===== src/dbg_cfg.svh =====
`ifndef DBG_CFG_SVH
`define DBG_CFG_SVH

// Memory sizes
`define IM_BYTES      256
`define RB_REGS       8
`define DM_WORDS      16

// Host command bytes
`define CMD_LOAD      8'h4C
`define CMD_RUN       8'h43
`define CMD_STEP      8'h53

// Dump layout in bytes
`define DUMP_PC_BYTES 4
`define DUMP_RB_BYTES 32
`define DUMP_BYTES    100

`endif


===== src/dbg_pkg.sv =====
package dbg_pkg;

    typedef logic [31:0] word_t;
    typedef logic [7:0]  byte_t;
    typedef logic [7:0]  im_addr_t;
    typedef logic [2:0]  rb_addr_t;
    typedef logic [3:0]  dm_addr_t;

    typedef enum logic [2:0] {
        IDLE,
        LOAD_COUNT,
        LOAD_BYTES,
        RUN,
        STEP,
        DUMP_SEND,
        DUMP_WAIT
    } dbg_state_t;

    // MIPS opcode and funct subset
    localparam logic [5:0] OP_RTYPE = 6'h00;
    localparam logic [5:0] OP_ADDI  = 6'h08;
    localparam logic [5:0] OP_LW    = 6'h23;
    localparam logic [5:0] OP_SW    = 6'h2B;
    localparam logic [5:0] FN_ADD   = 6'h20;
    localparam logic [5:0] FN_SUB   = 6'h22;

    localparam word_t HALT_WORD = '1;

endpackage


===== src/debug_unit.sv =====
`timescale 1ns/1ps
`include "dbg_cfg.svh"

module debug_unit (
    input  logic                 i_clock,
    input  logic                 i_rst,
    input  logic                 i_hlt,
    input  logic                 i_rx_done,
    input  dbg_pkg::byte_t       i_rx_data,
    input  logic                 i_tx_done,
    input  dbg_pkg::word_t       i_pc_value,
    input  dbg_pkg::word_t       i_rb_data,
    input  dbg_pkg::word_t       i_dm_data,
    output logic                 o_im_wr_en,
    output dbg_pkg::im_addr_t    o_im_addr,
    output dbg_pkg::byte_t       o_im_data,
    output logic                 o_cpu_enable,
    output logic                 o_pc_clear,
    output dbg_pkg::rb_addr_t    o_rb_addr,
    output dbg_pkg::dm_addr_t    o_dm_addr,
    output dbg_pkg::byte_t       o_tx_data,
    output logic                 o_tx_start,
    output dbg_pkg::dbg_state_t  o_state
);
    import dbg_pkg::*;

    dbg_state_t state;
    logic [9:0] load_cnt;
    logic [9:0] load_total;
    logic [6:0] dump_cnt;
    logic [6:0] rb_off;
    logic [6:0] dm_off;
    word_t      dump_word;

    always_ff @(posedge i_clock) begin
        if (i_rst) begin
            state      <= IDLE;
            load_cnt   <= '0;
            load_total <= '0;
            dump_cnt   <= '0;
        end else begin
            case (state)
                IDLE: begin
                    load_cnt <= '0;
                    dump_cnt <= '0;
                    if (i_rx_done) begin
                        case (i_rx_data)
                            `CMD_LOAD: state <= LOAD_COUNT;
                            `CMD_RUN:  state <= RUN;
                            `CMD_STEP: state <= STEP;
                            default:   state <= IDLE;
                        endcase
                    end
                end
                LOAD_COUNT: begin
                    if (i_rx_done) begin
                        // Four bytes per loaded word
                        load_total <= {i_rx_data, 2'b00};
                        state      <= (i_rx_data == '0) ? IDLE : LOAD_BYTES;
                    end
                end
                LOAD_BYTES: begin
                    if (i_rx_done) begin
                        load_cnt <= load_cnt + 10'd1;
                        if (load_cnt == load_total - 10'd1) begin
                            state <= IDLE;
                        end
                    end
                end
                RUN: begin
                    if (i_hlt) begin
                        state <= DUMP_SEND;
                    end
                end
                STEP: begin
                    state <= DUMP_SEND;
                end
                DUMP_SEND: begin
                    state <= DUMP_WAIT;
                end
                DUMP_WAIT: begin
                    if (i_tx_done) begin
                        if (dump_cnt == 7'(`DUMP_BYTES - 1)) begin
                            state <= IDLE;
                        end else begin
                            dump_cnt <= dump_cnt + 7'd1;
                            state    <= DUMP_SEND;
                        end
                    end
                end
                default: state <= IDLE;
            endcase
        end
    end

    // Loader writes each byte as it arrives
    assign o_im_wr_en = (state == LOAD_BYTES) && i_rx_done;
    assign o_im_addr  = load_cnt[7:0];
    assign o_im_data  = i_rx_data;
    assign o_pc_clear = (state == IDLE) && i_rx_done && (i_rx_data == `CMD_LOAD);

    assign o_cpu_enable = ((state == RUN) || (state == STEP)) && !i_hlt;

    // Dump order is PC, then registers, then data memory
    assign rb_off    = dump_cnt - 7'(`DUMP_PC_BYTES);
    assign dm_off    = dump_cnt - 7'(`DUMP_PC_BYTES + `DUMP_RB_BYTES);
    assign o_rb_addr = rb_off[4:2];
    assign o_dm_addr = dm_off[5:2];

    always_comb begin
        if (dump_cnt < 7'(`DUMP_PC_BYTES)) begin
            dump_word = i_pc_value;
        end else if (dump_cnt < 7'(`DUMP_PC_BYTES + `DUMP_RB_BYTES)) begin
            dump_word = i_rb_data;
        end else begin
            dump_word = i_dm_data;
        end
    end

    assign o_tx_data  = dump_word[{dump_cnt[1:0], 3'b000} +: 8];
    assign o_tx_start = (state == DUMP_SEND);
    assign o_state    = state;

    a_tx_pulse: assert property (@(posedge i_clock) disable iff (i_rst)
        o_tx_start |=> !o_tx_start);

    a_no_load_exec: assert property (@(posedge i_clock) disable iff (i_rst)
        !(o_cpu_enable && o_im_wr_en));

endmodule


===== config.mk =====
export PLATFORM = sky130hd
export DESIGN_NAME = debug_unit
export DESIGN_NICKNAME = d
export VERILOG_FILES = /design/src/dbg_pkg.sv /design/src/debug_unit.sv
export VERILOG_INCLUDE_DIRS = /design/src
export SDC_FILE = /design/constraint.sdc
export NUM_CORES = 1
export LEC_CHECK = 0
export BUFFER_PORTS_ARGS = -buffer_cell sky130_fd_sc_hd__buf_2
export CAP_MARGIN = 0
export CORE_MARGIN = 4
export CORE_UTILIZATION = 30
export CTS_BUF_LIST = sky130_fd_sc_hd__clkbuf_4 sky130_fd_sc_hd__clkbuf_8
export DETAILED_ROUTE_END_ITERATION = 16
export HOLD_SLACK_MARGIN = 0.15
export PLACE_DENSITY_LB_ADDON = 0.15
export SYNTH_ARGS = -nofsm -noshare
export SYNTH_HDL_FRONTEND = slang
export SYNTH_SLANG_ARGS = --single-unit

===== constraint.sdc =====
create_clock -name i_clock -period 3.15 [get_ports i_clock]
set_input_delay 0.4725 -clock i_clock [delete_from_list [all_inputs] [get_ports i_clock]]
set_output_delay 0.4725 -clock i_clock [all_outputs]
set_load 0.1 [all_outputs]

==> reports/metrics.cfg <==
[timing]
finalWorstPathRequiredPeriod_ns=3.01
final_hold_vios=0
hold-worst-slack_ns=0.479
timing.max_slew.rel_slack_pct=39.9
setup_violations=0
max_clock_freq_mhz=332
final_max_slew_viol_count=0
rsz0062_at_grt=no
fin_skew_ns=0.0107
period_share_pct=95.5
worst_pin_slew_ns=0.900

[detailed_routing]
post_drt_wl_per_cell_um=16.5
detail_route.first_pass.iterations=4
vias=2689
total_wire_length_um=8710
routed_via_density=5.09
drt_first_iter_violations=154
number_of_nets_with_antenna_violations_after_detailed_routing=0
drc_errors=0

[die]
pin_count=147
fp.dieArea_um2=11000
design.core.area_um2=9150
die_height_um=105
placement_rows=35
floorplan.initialDensity_pct=30.6
floorplan.die.width_um=105

[global_route]
use_met1_pct=21.2
met2_usage_pct=25.1
grt_pass1_vias=2592
grt_max_degree=25
global_route.peak_usage_layer=met2
met3_usage_pct=2.29
grt.overflow.total=0
antenna_violations_before_repair=0
grt_first_pass_wirelength_um=13500
groute.usage.overall_pct=15.0

[setup_path]
rrSetupSlack_ns=1.08
cp_data_required_time_ns=2.68
worst_ep_arrival_time_ns=2.54
timing.critical_path.from_type=flop
regToRegEndpoint=dump_cnt[1]$_SDFFE_PP0P_
r2r-start=dump_cnt[1]$_SDFFE_PP0P_
crit_end=o_tx_data[2]
timing.critical_path.to_type=output port
worst-path-max-fanout=16
worst-setup-path-type=reg -> out
worst_setup_path_startpoint=dump_cnt[2]$_SDFFE_PP0P_
r2r.worst_path.cells=7

[run_status]
status=complete, no violations

[cells_and_area]
fillers=968
layout.cells.most_common=sky130_fd_sc_hd__buf_2
final_cell_area_um2=3530
finish.net_count=533
utilization_pct=38.6
num_antenna_cells=0
syn_to_final_growth_pct=26.0
final_cell_mix=145 x sky130_fd_sc_hd__buf_2, 29 x sky130_fd_sc_hd__nor2_1, 28 x sky130_fd_sc_hd__dfxtp_1
drive_above_1_share_pct=45.8
stdcell_count=528

[power_and_ir_drop]
vdd.ir_drop.worst_v=0.000224
design_power_total_uw=1020
power_per_cell_area_nw_per_um2=290
p_leak_uw=0.00153

[placement]
detailed_place.area_um2=3450
dpl.hpwl_um=7110
place.detailed.instances=524
place.gp.congestion=0.851
port_buffers=146

[job]
maxCapViolations=0

[logic_synthesis]
seq_area_frac_synth_pct=20.0
synth-async-reset-ratio_pct=0
post_synth_num_cell_types=59
net_count_after_synthesis=419
dominantRegCellSynth=sky130_fd_sc_hd__dfxtp_1
syn_area_per_cell_um2=9.22
synthCells=304
synth_edf_count=0
synth.cell_area_um2=2800
yosysWarningCount=0
flop_and_latch_count_out_of_synthesis=28

[clocking]
clock_tree_from_tritoncts=done
clock_tree.buffer_depth=2
cts.htree.levels=1
cts_num_sinks=28
worst_skew_pair.late_latency_ns=0.28
cts.root.buffer_cell=sky130_fd_sc_hd__clkbuf_8
cts_made_buffers=3
post_cts.repair.setup_buffers=0
worst_setup_hold_path_clk_slew_ns=0.11

[hold_path]
hp-class=in -> reg

==> layer usage <==
layer | up-vias | share of wire [%]
met5 | - | 0
met4 | 0 | 0.55
met3 | 4 | 4.5
met2 | 77 | 50
met1 | 1260 | 45
li1 | 1348 | -
==> worst min-delay path by stage <==
stage / from / end / slack (ns) / depth (start not counted)
floorplan: load_cnt[9]$_SDFFE_PP0P_ / load_cnt[9]$_SDFFE_PP0P_ / 0.47 / 2
global placement: load_cnt[9]$_SDFFE_PP0P_ / load_cnt[9]$_SDFFE_PP0P_ / 0.51 / 2
detailed placement: load_cnt[9]$_SDFFE_PP0P_ / load_cnt[9]$_SDFFE_PP0P_ / 0.51 / 2
CTS: i_rx_data[5] / load_total[7]$_SDFFE_PP0P_ / 0.47 / 3
global route: i_rx_data[7] / load_total[9]$_SDFFE_PP0P_ / 0.48 / 3
finish: i_rx_data[5] / load_total[7]$_SDFFE_PP0P_ / 0.48 / 3
==> final cells by class <==
class	instances	area [um^2]	share of cell area, %
multi-input cells	223	1940	54.9
well taps	111	139	3.93
inverters	10	37.5	1.06
flip-flops and latches	28	561	15.9
clock inverters	1	30.0	0.850
repair buffers	152	786	22.2
clock buffers	3	41.3	1.17
==> repair_timing <==
action                                  4_1_cts  5_1_grt
hold buffers                                  0        0
endpoints found under the setup margin        0        8
hold endpoints to repair                      0        0
resized for setup                             0        3
==> Yosys cell counts (4+ instances only) <==
cell | n | area [um^2]
sky130_fd_sc_hd__nand4_1 | 4 | 25.0
sky130_fd_sc_hd__nand2_1 | 22 | 82.6
sky130_fd_sc_hd__clkbuf_8 | 4 | 55.1
sky130_fd_sc_hd__o21ai_1 | 8 | 40.0
sky130_fd_sc_hd__nor2_1 | 29 | 109
sky130_fd_sc_hd__dfxtp_1 | 28 | 561
sky130_fd_sc_hd__a211oi_1 | 4 | 30.0
sky130_fd_sc_hd__ha_1 | 6 | 75.1
sky130_fd_sc_hd__o21ai_0 | 7 | 35.0
sky130_fd_sc_hd__xor2_1 | 14 | 123
sky130_fd_sc_hd__mux4_2 | 13 | 293
sky130_fd_sc_hd__xnor2_1 | 6 | 52.6
sky130_fd_sc_hd__and3_1 | 6 | 37.5
sky130_fd_sc_hd__nand3_1 | 8 | 40.0
sky130_fd_sc_hd__nor3_1 | 8 | 40.0
sky130_fd_sc_hd__mux2i_1 | 15 | 150
sky130_fd_sc_hd__nand2b_1 | 5 | 31.3
sky130_fd_sc_hd__a21oi_1 | 13 | 65.1
sky130_fd_sc_hd__inv_1 | 9 | 33.8
sky130_fd_sc_hd__or3_1 | 5 | 31.3
sky130_fd_sc_hd__buf_4 | 24 | 180
sky130_fd_sc_hd__mux4_1 | 11 | 289
sky130_fd_sc_hd__clkbuf_1 | 8 | 30.0
==> critical path: stages, from the launching register on <==
cell                      delay [ns]
sky130_fd_sc_hd__dfxtp_1        0.35
sky130_fd_sc_hd__or3_4          0.43
sky130_fd_sc_hd__a21oi_4        0.17
sky130_fd_sc_hd__buf_8          0.20
sky130_fd_sc_hd__mux4_1         0.57
sky130_fd_sc_hd__mux2i_1        0.18
sky130_fd_sc_hd__o21ai_2        0.06
sky130_fd_sc_hd__buf_2          0.29
==> kinds of logic after synthesis <==
group	after synthesis	synth area share (%)
AO/OA/AOI/OAI	56	13.4
XOR/XNOR	20	6.25
adder cells (fa/ha/maj)	6	2.68
buffers and inverters	53	13.1
flip-flops	28	20.0
multiplexers	39	26.1
AND/OR/NAND/NOR	102	18.5
==> power breakdown <==
part,total [uW],switching [uW],leakage [uW],internal (uW)
sequential,387,24.2,0.000226,363
combinational,350,224,0.00127,126
clock,288,118,0.0000357,170
total,1020,366,0.00153,659
==> through the flow <==
step	TNS [ns]	setup WS (ns)
6_report	0	0.141
5_1_grt	0	0.0103
4_1_cts	0	0.0281
3_5_place_dp	0	0.353
3_3_place_gp	0	0.389
2_1_floorplan	-0.126	-0.126
==> sequential cells by signal, summed over array words and instances (netlist names) <==
name	count
load_total	8
load_cnt	10
o_state	3
dump_cnt	7
Note: power is estimated with default switching activity, not from simulation.
