**config.mk**
```make
export PLATFORM = sky130hd
export DESIGN_NAME = data_path
export DESIGN_NICKNAME = d
export VERILOG_FILES = /design/src/dbg_pkg.sv /design/src/instr_mem.sv /design/src/reg_bank.sv /design/src/data_mem.sv /design/src/data_path.sv
export VERILOG_INCLUDE_DIRS = /design/src
export SDC_FILE = /design/constraint.sdc
export NUM_CORES = 2
export LEC_CHECK = 0
export BUFFER_PORTS_ARGS = -buffer_cell sky130_fd_sc_hd__buf_2
export CORE_MARGIN = 8
export CORE_UTILIZATION = 60
export CTS_CLUSTER_SIZE = 24
export DETAILED_ROUTE_END_ITERATION = 16
export PLACE_DENSITY = 0.87
export SETUP_SLACK_MARGIN = 0.3
export SYNTH_ARGS = -nofsm -noshare
export SYNTH_HDL_FRONTEND = slang
export SYNTH_SLANG_ARGS = --single-unit
```
**constraint.sdc**
```tcl
create_clock -name i_clock -period 22.2 [get_ports i_clock]
set_input_delay 5.55 -clock i_clock [delete_from_list [all_inputs] [get_ports i_clock]]
set_output_delay 5.55 -clock i_clock [all_outputs]
set_load 0.01 [all_outputs]
```
**src/dbg_cfg.svh**
```systemverilog
`ifndef DBG_CFG_SVH
`define DBG_CFG_SVH

// Memory sizes
`define IM_BYTES      256
`define RB_REGS       8
`define DM_WORDS      16

// Host command bytes
`define CMD_LOAD      8'h4C
`define CMD_RUN       8'h43
`define CMD_STEP      8'h53

// Dump layout in bytes
`define DUMP_PC_BYTES 4
`define DUMP_RB_BYTES 32
`define DUMP_BYTES    100

`endif

```
**src/dbg_pkg.sv**
```systemverilog
package dbg_pkg;

    typedef logic [31:0] word_t;
    typedef logic [7:0]  byte_t;
    typedef logic [7:0]  im_addr_t;
    typedef logic [2:0]  rb_addr_t;
    typedef logic [3:0]  dm_addr_t;

    typedef enum logic [2:0] {
        IDLE,
        LOAD_COUNT,
        LOAD_BYTES,
        RUN,
        STEP,
        DUMP_SEND,
        DUMP_WAIT
    } dbg_state_t;

    // MIPS opcode and funct subset
    localparam logic [5:0] OP_RTYPE = 6'h00;
    localparam logic [5:0] OP_ADDI  = 6'h08;
    localparam logic [5:0] OP_LW    = 6'h23;
    localparam logic [5:0] OP_SW    = 6'h2B;
    localparam logic [5:0] FN_ADD   = 6'h20;
    localparam logic [5:0] FN_SUB   = 6'h22;

    localparam word_t HALT_WORD = '1;

endpackage

```
**src/instr_mem.sv**
```systemverilog
`timescale 1ns/1ps
`include "dbg_cfg.svh"

module instr_mem (
    input  logic               i_clock,
    input  logic               i_rst,
    input  logic               i_wr_en,
    input  dbg_pkg::im_addr_t  i_wr_addr,
    input  dbg_pkg::byte_t     i_wr_data,
    input  dbg_pkg::im_addr_t  i_rd_addr,
    output dbg_pkg::word_t     o_rd_data
);
    import dbg_pkg::*;

    byte_t mem [0:`IM_BYTES-1];

    always_ff @(posedge i_clock) begin
        if (i_rst) begin
            for (int i = 0; i < `IM_BYTES; i++) begin
                mem[i] <= '0;
            end
        end else if (i_wr_en) begin
            mem[i_wr_addr] <= i_wr_data;
        end
    end

    // Little-endian word at the fetch address
    assign o_rd_data = {mem[i_rd_addr + 8'd3], mem[i_rd_addr + 8'd2],
                        mem[i_rd_addr + 8'd1], mem[i_rd_addr]};

    a_rd_aligned: assert property (@(posedge i_clock) disable iff (i_rst)
        i_rd_addr[1:0] == 2'b00);

endmodule

```
**src/reg_bank.sv**
```systemverilog
`timescale 1ns/1ps
`include "dbg_cfg.svh"

module reg_bank (
    input  logic               i_clock,
    input  logic               i_rst,
    input  logic               i_wr_en,
    input  dbg_pkg::rb_addr_t  i_wr_addr,
    input  dbg_pkg::word_t     i_wr_data,
    input  dbg_pkg::rb_addr_t  i_rs_addr,
    input  dbg_pkg::rb_addr_t  i_rt_addr,
    input  dbg_pkg::rb_addr_t  i_dbg_addr,
    output dbg_pkg::word_t     o_rs_data,
    output dbg_pkg::word_t     o_rt_data,
    output dbg_pkg::word_t     o_dbg_data
);
    import dbg_pkg::*;

    word_t regs [0:`RB_REGS-1];

    always_ff @(posedge i_clock) begin
        if (i_rst) begin
            for (int i = 0; i < `RB_REGS; i++) begin
                regs[i] <= '0;
            end
        end else if (i_wr_en && (i_wr_addr != '0)) begin
            // Register 0 stays zero
            regs[i_wr_addr] <= i_wr_data;
        end
    end

    assign o_rs_data  = regs[i_rs_addr];
    assign o_rt_data  = regs[i_rt_addr];
    assign o_dbg_data = regs[i_dbg_addr];

    a_r0_zero: assert property (@(posedge i_clock) disable iff (i_rst)
        (i_rs_addr == '0) |-> (o_rs_data == '0));

endmodule

```
**src/data_mem.sv**
```systemverilog
`timescale 1ns/1ps
`include "dbg_cfg.svh"

module data_mem (
    input  logic               i_clock,
    input  logic               i_rst,
    input  logic               i_wr_en,
    input  dbg_pkg::dm_addr_t  i_addr,
    input  dbg_pkg::word_t     i_wr_data,
    input  dbg_pkg::dm_addr_t  i_dbg_addr,
    output dbg_pkg::word_t     o_rd_data,
    output dbg_pkg::word_t     o_dbg_data
);
    import dbg_pkg::*;

    word_t mem [0:`DM_WORDS-1];

    always_ff @(posedge i_clock) begin
        if (i_rst) begin
            for (int i = 0; i < `DM_WORDS; i++) begin
                mem[i] <= '0;
            end
        end else if (i_wr_en) begin
            mem[i_addr] <= i_wr_data;
        end
    end

    assign o_rd_data  = mem[i_addr];
    assign o_dbg_data = mem[i_dbg_addr];

endmodule

```
**src/data_path.sv**
```systemverilog
`timescale 1ns/1ps

module data_path (
    input  logic               i_clock,
    input  logic               i_rst,
    input  logic               i_cpu_enable,
    input  logic               i_pc_clear,
    input  logic               i_im_wr_en,
    input  dbg_pkg::im_addr_t  i_im_addr,
    input  dbg_pkg::byte_t     i_im_data,
    input  dbg_pkg::rb_addr_t  i_rb_dbg_addr,
    input  dbg_pkg::dm_addr_t  i_dm_dbg_addr,
    output dbg_pkg::word_t     o_rb_data,
    output dbg_pkg::word_t     o_dm_data,
    output dbg_pkg::word_t     o_last_pc,
    output logic               o_hlt
);
    import dbg_pkg::*;

    word_t      pc;
    word_t      instr;
    logic [5:0] opcode;
    logic [5:0] funct;
    rb_addr_t   rs;
    rb_addr_t   rt;
    rb_addr_t   rd;
    word_t      imm_ext;
    word_t      rs_data;
    word_t      rt_data;
    word_t      mem_rd_data;
    word_t      alu_b;
    word_t      alu_out;
    logic       is_add;
    logic       is_sub;
    logic       is_addi;
    logic       is_lw;
    logic       is_sw;
    logic       retire;
    logic       rb_we;
    logic       dm_we;
    rb_addr_t   rb_wr_addr;
    word_t      rb_wr_data;

    instr_mem instr_mem_inst (
        .i_clock   (i_clock),
        .i_rst     (i_rst),
        .i_wr_en   (i_im_wr_en),
        .i_wr_addr (i_im_addr),
        .i_wr_data (i_im_data),
        .i_rd_addr (pc[7:0]),
        .o_rd_data (instr)
    );

    // Only the low three bits of each register field are decoded
    assign opcode  = instr[31:26];
    assign funct   = instr[5:0];
    assign rs      = instr[23:21];
    assign rt      = instr[18:16];
    assign rd      = instr[13:11];
    assign imm_ext = {{16{instr[15]}}, instr[15:0]};

    assign is_add  = (opcode == OP_RTYPE) && (funct == FN_ADD);
    assign is_sub  = (opcode == OP_RTYPE) && (funct == FN_SUB);
    assign is_addi = (opcode == OP_ADDI);
    assign is_lw   = (opcode == OP_LW);
    assign is_sw   = (opcode == OP_SW);

    assign o_hlt   = (instr == HALT_WORD);
    assign retire  = i_cpu_enable && !o_hlt;

    reg_bank reg_bank_inst (
        .i_clock    (i_clock),
        .i_rst      (i_rst),
        .i_wr_en    (rb_we),
        .i_wr_addr  (rb_wr_addr),
        .i_wr_data  (rb_wr_data),
        .i_rs_addr  (rs),
        .i_rt_addr  (rt),
        .i_dbg_addr (i_rb_dbg_addr),
        .o_rs_data  (rs_data),
        .o_rt_data  (rt_data),
        .o_dbg_data (o_rb_data)
    );

    assign alu_b   = (is_add || is_sub) ? rt_data : imm_ext;
    assign alu_out = is_sub ? (rs_data - alu_b) : (rs_data + alu_b);

    data_mem data_mem_inst (
        .i_clock    (i_clock),
        .i_rst      (i_rst),
        .i_wr_en    (dm_we),
        .i_addr     (alu_out[5:2]),
        .i_wr_data  (rt_data),
        .i_dbg_addr (i_dm_dbg_addr),
        .o_rd_data  (mem_rd_data),
        .o_dbg_data (o_dm_data)
    );

    assign dm_we      = retire && is_sw;
    assign rb_we      = retire && (is_add || is_sub || is_addi || is_lw);
    assign rb_wr_addr = (is_add || is_sub) ? rd : rt;
    assign rb_wr_data = is_lw ? mem_rd_data : alu_out;

    always_ff @(posedge i_clock) begin
        if (i_rst || i_pc_clear) begin
            pc <= '0;
        end else if (retire) begin
            pc <= pc + 32'd4;
        end
    end

    assign o_last_pc = pc;

    a_no_write_halted: assert property (@(posedge i_clock) disable iff (i_rst)
        o_hlt |-> !(reg_bank_inst.i_wr_en || data_mem_inst.i_wr_en));

endmodule

```
==> impl_metrics.json <==
{
  "finalPower_mw": 13.05,
  "drc_errors": 0,
  "tightest_slew_ns": 1.404,
  "synth_edf_count": 2816,
  "rsz0062_at_grt": "no",
  "antenna_left": 0,
  "hold_start": "o_last_pc[31]",
  "clockBufferDepth": 4,
  "gr-total-overflow": 0,
  "regArea_sq_um": 85310,
  "vias_per_cell": 7.081,
  "power_leakage_nw": 54.90,
  "dieArea_sq_um": 250800,
  "cts_buffers": 304,
  "hold_viol": 0,
  "ios": 125,
  "num-nets-final": 9446,
  "multiInputGateArea_sq_um": 52240,
  "maxCapViolCount": 0,
  "setup_tns_ns": 0,
  "path_clk_slew_ns": 0.06,
  "ir_drop_uv": 106.3,
  "min_path_type": "register to register",
  "drt-pass1-iter-count": 10,
  "drive_above_1_share_pct": 22.28,
  "setup_violations": 0,
  "slowest_stage": "buf_4",
  "wl_per_cell_um": 32.00,
  "grt_pass1_vias": 91660,
  "yosysSeqAreaShare_pct": 60.46,
  "cts.sinks": 2852,
  "io_buffers": 122,
  "grt_pass1_wl_um": 596400,
  "yosys.area.top_type": "edfxtp_1",
  "fin_hold_ws_ns": 0.5117,
  "slowest_delay_ns": 1.02,
  "rows": 178,
  "synthFlopType": "edfxtp_1",
  "critPathMaxFanout": 76,
  "crit_start": "i_dm_dbg_addr[1]",
  "cts_resized": 0,
  "power.density_nw_per_um2": 85.24,
  "ys_warn_count": 0,
  "r2r-start": "o_last_pc[2]",
  "cts_tree": "built",
  "cts_root_buf": "clkbuf_16",
  "critPathTopFamily": "buffers and inverters",
  "async_reset_ff_share_pct": 0,
  "avgSynthCellArea_sq_um": 14.71,
  "insertion_delay_ns": 1.00,
  "grt_max_degree": 138,
  "htree_num_levels": 5,
  "track_usage_pct": 31.79,
  "die_h_um": 500.8,
  "post_cts_buffers": 0,
  "fmax_mhz": 71.09,
  "status": "completed",
  "crit_path_start_kind": "primary input",
  "core_sq_um": 234500,
  "num_vias": 90380,
  "path_cells": "buf_4 -> buf_4 -> mux4_2 -> mux4_2 -> buf_2",
  "dieWidth_um": 500.8,
  "setup_ws_ns": 8.134,
  "fillers": 14670,
  "area_growth_pct": 8.587,
  "syn_area_sq_um": 141000,
  "crit_required_ns": 16.65,
  "crit_arrival_ns": 8.52,
  "synth_cells": 9591,
  "drt-total-wl_um": 408500,
  "worst-path-buf-inv": 3,
  "cp-end-kind": "output port",
  "yosys-top-cells-area": "edfxtp_1 60%, mux4_2 16%, and2_1 6.7%, and3_1 2.7%, nor2_1 2.6%",
  "postCtsHoldBufs": 0,
  "gp_congestion": 0.9095,
  "dp_hpwl_um": 241600,
  "criticalPathCategory": "primary input to output port",
  "synth.top_cell.area_share_pct": 59.95,
  "synth_cell_type_count": 96,
  "fin_crit_sh_pct": 63.36,
  "ys_ff_latch": 2852,
  "antenna_found_initial": 26,
  "start_util_pct": 60.14,
  "slew_headroom_pct": 4.537,
  "place_ws_ns": 8.318,
  "slew_viol_final": 0,
  "clock_skew_ns": 0.09340,
  "min_period_ns": 14.07,
  "first_iter_violations": 15210
}
[worst reg2reg max path: cells and delay by family (launching register included)]
family                   cells  cell delay (ns)
buffers and inverters        4             2.54
adder cells (fa/ha/maj)      2             0.58
multiplexers                 4             0.98
XOR/XNOR                     2             0.33
flip-flops                   1             0.69
AND/OR/NAND/NOR             11             2.64
AO/OA/AOI/OAI               11             5.07
[layout make-up]
type	count	share of cell area, %
multi-input cells	5871	34.11
repair buffers	321	1.453
clock buffers	377	5.228
clock inverters	140	0.8194
well taps	3150	2.573
flip-flops and latches	2852	55.70
diodes	19	0.03104
inverters	34	0.08496
[cell usage after synthesis (69+ instances only)]
| cell | number |
|---|---|
| nor2_1 | 988 |
| mux2i_1 | 177 |
| mux2_2 | 129 |
| buf_2 | 100 |
| and3_1 | 599 |
| o21ai_0 | 112 |
| and2_1 | 1514 |
| edfxtp_1 | 2816 |
| buf_4 | 69 |
| a21o_1 | 80 |
| mux4_2 | 979 |
| nand3_1 | 125 |
| nand2_1 | 194 |
| clkbuf_1 | 626 |
| a21oi_1 | 83 |
| or2_2 | 200 |
[path summary, 6_finish.rpt]
path	end	slack, ns	cells after the start
max reg2reg	reg_bank_inst.regs[7][29]	9.26	34
min reg2reg	o_last_pc[31]	0.51	2
min	o_last_pc[31]	0.51	2
max	o_dm_data[7]	8.13	5
[registers in the layout, summed over array words and instances (netlist names), named ones only]
| register | count |
|---|---|
| instr_mem_inst.mem | 2048 |
| data_mem_inst.mem | 512 |
| reg_bank_inst.regs | 256 |
| o_last_pc | 30 |
[per-stage QoR]
| stage | util [%] | instance area [sq um] | cells |
|---|---|---|---|
| 5_1_grt | 65.29 | 153100 | 12750 |
| 4_1_cts | 65.28 | 153100 | 12740 |
| 2_1_floorplan | - | 141200 | 9624 |
| 3_3_place_gp | 61.34 | 143800 | 12230 |
| 6_report | 65.31 | 153200 | 12760 |
| 3_5_place_dp | 61.34 | 143800 | 12230 |
[layer usage]
metal	up-vias	GRT usage, %	wire length [um]	part of all wire, %
met2	8074	49.43	188000	46
met1	44460	38.57	125200	31
met3	1982	9.521	60520	15
met5	-	0	119	0.029
li1	35850	-	-	-
met4	18	21.72	34620	8.5
[where the power goes]
group | switching [mW] | internal (mW)
logic | 1.17 | 0.734
clock network | 2.09 | 2.80
registers | 0.106 | 6.15
total | 3.37 | 9.69
[kinds of logic (layout without fill, tap and decap cells)]
family | Yosys count | count (layout) | synth area share (%)
AOI/OAI and AO/OA | 536 | 536 | 2.619
xor gates and xnor gates | 83 | 83 | 0.5252
adders and majority gates | 34 | 34 | 0.3069
buffers and inverters | 901 | 872 | 2.846
DFF | 2852 | 2852 | 60.46
muxes | 1295 | 1295 | 18.07
other | 1 | 53 | 0.002659
and+or+nand+nor | 3889 | 3889 | 15.17
[cells in the final DEF (no fill, tap or decap), types with 33 or more instances in the layout]
cell / n
o21ai_0: 112
and2_1: 1514
and4_1: 42
nand2_1: 194
xor2_1: 38
edfxtp_1: 2816
nor2b_1: 67
buf_2: 110
and3_1: 598
a21o_1: 79
clkbuf_1: 66
conb_1: 34
clkinv_2: 42
nor2_1: 978
a211oi_1: 52
mux2i_1: 155
ha_1: 33
or2_2: 200
clkinv_1: 59
mux2_2: 129
a21oi_1: 81
xnor2_1: 41
o211a_1: 41
buf_4: 196
nand3_1: 122
mux4_2: 979
clkbuf_16: 309
Power figures use the tool's default switching activity.
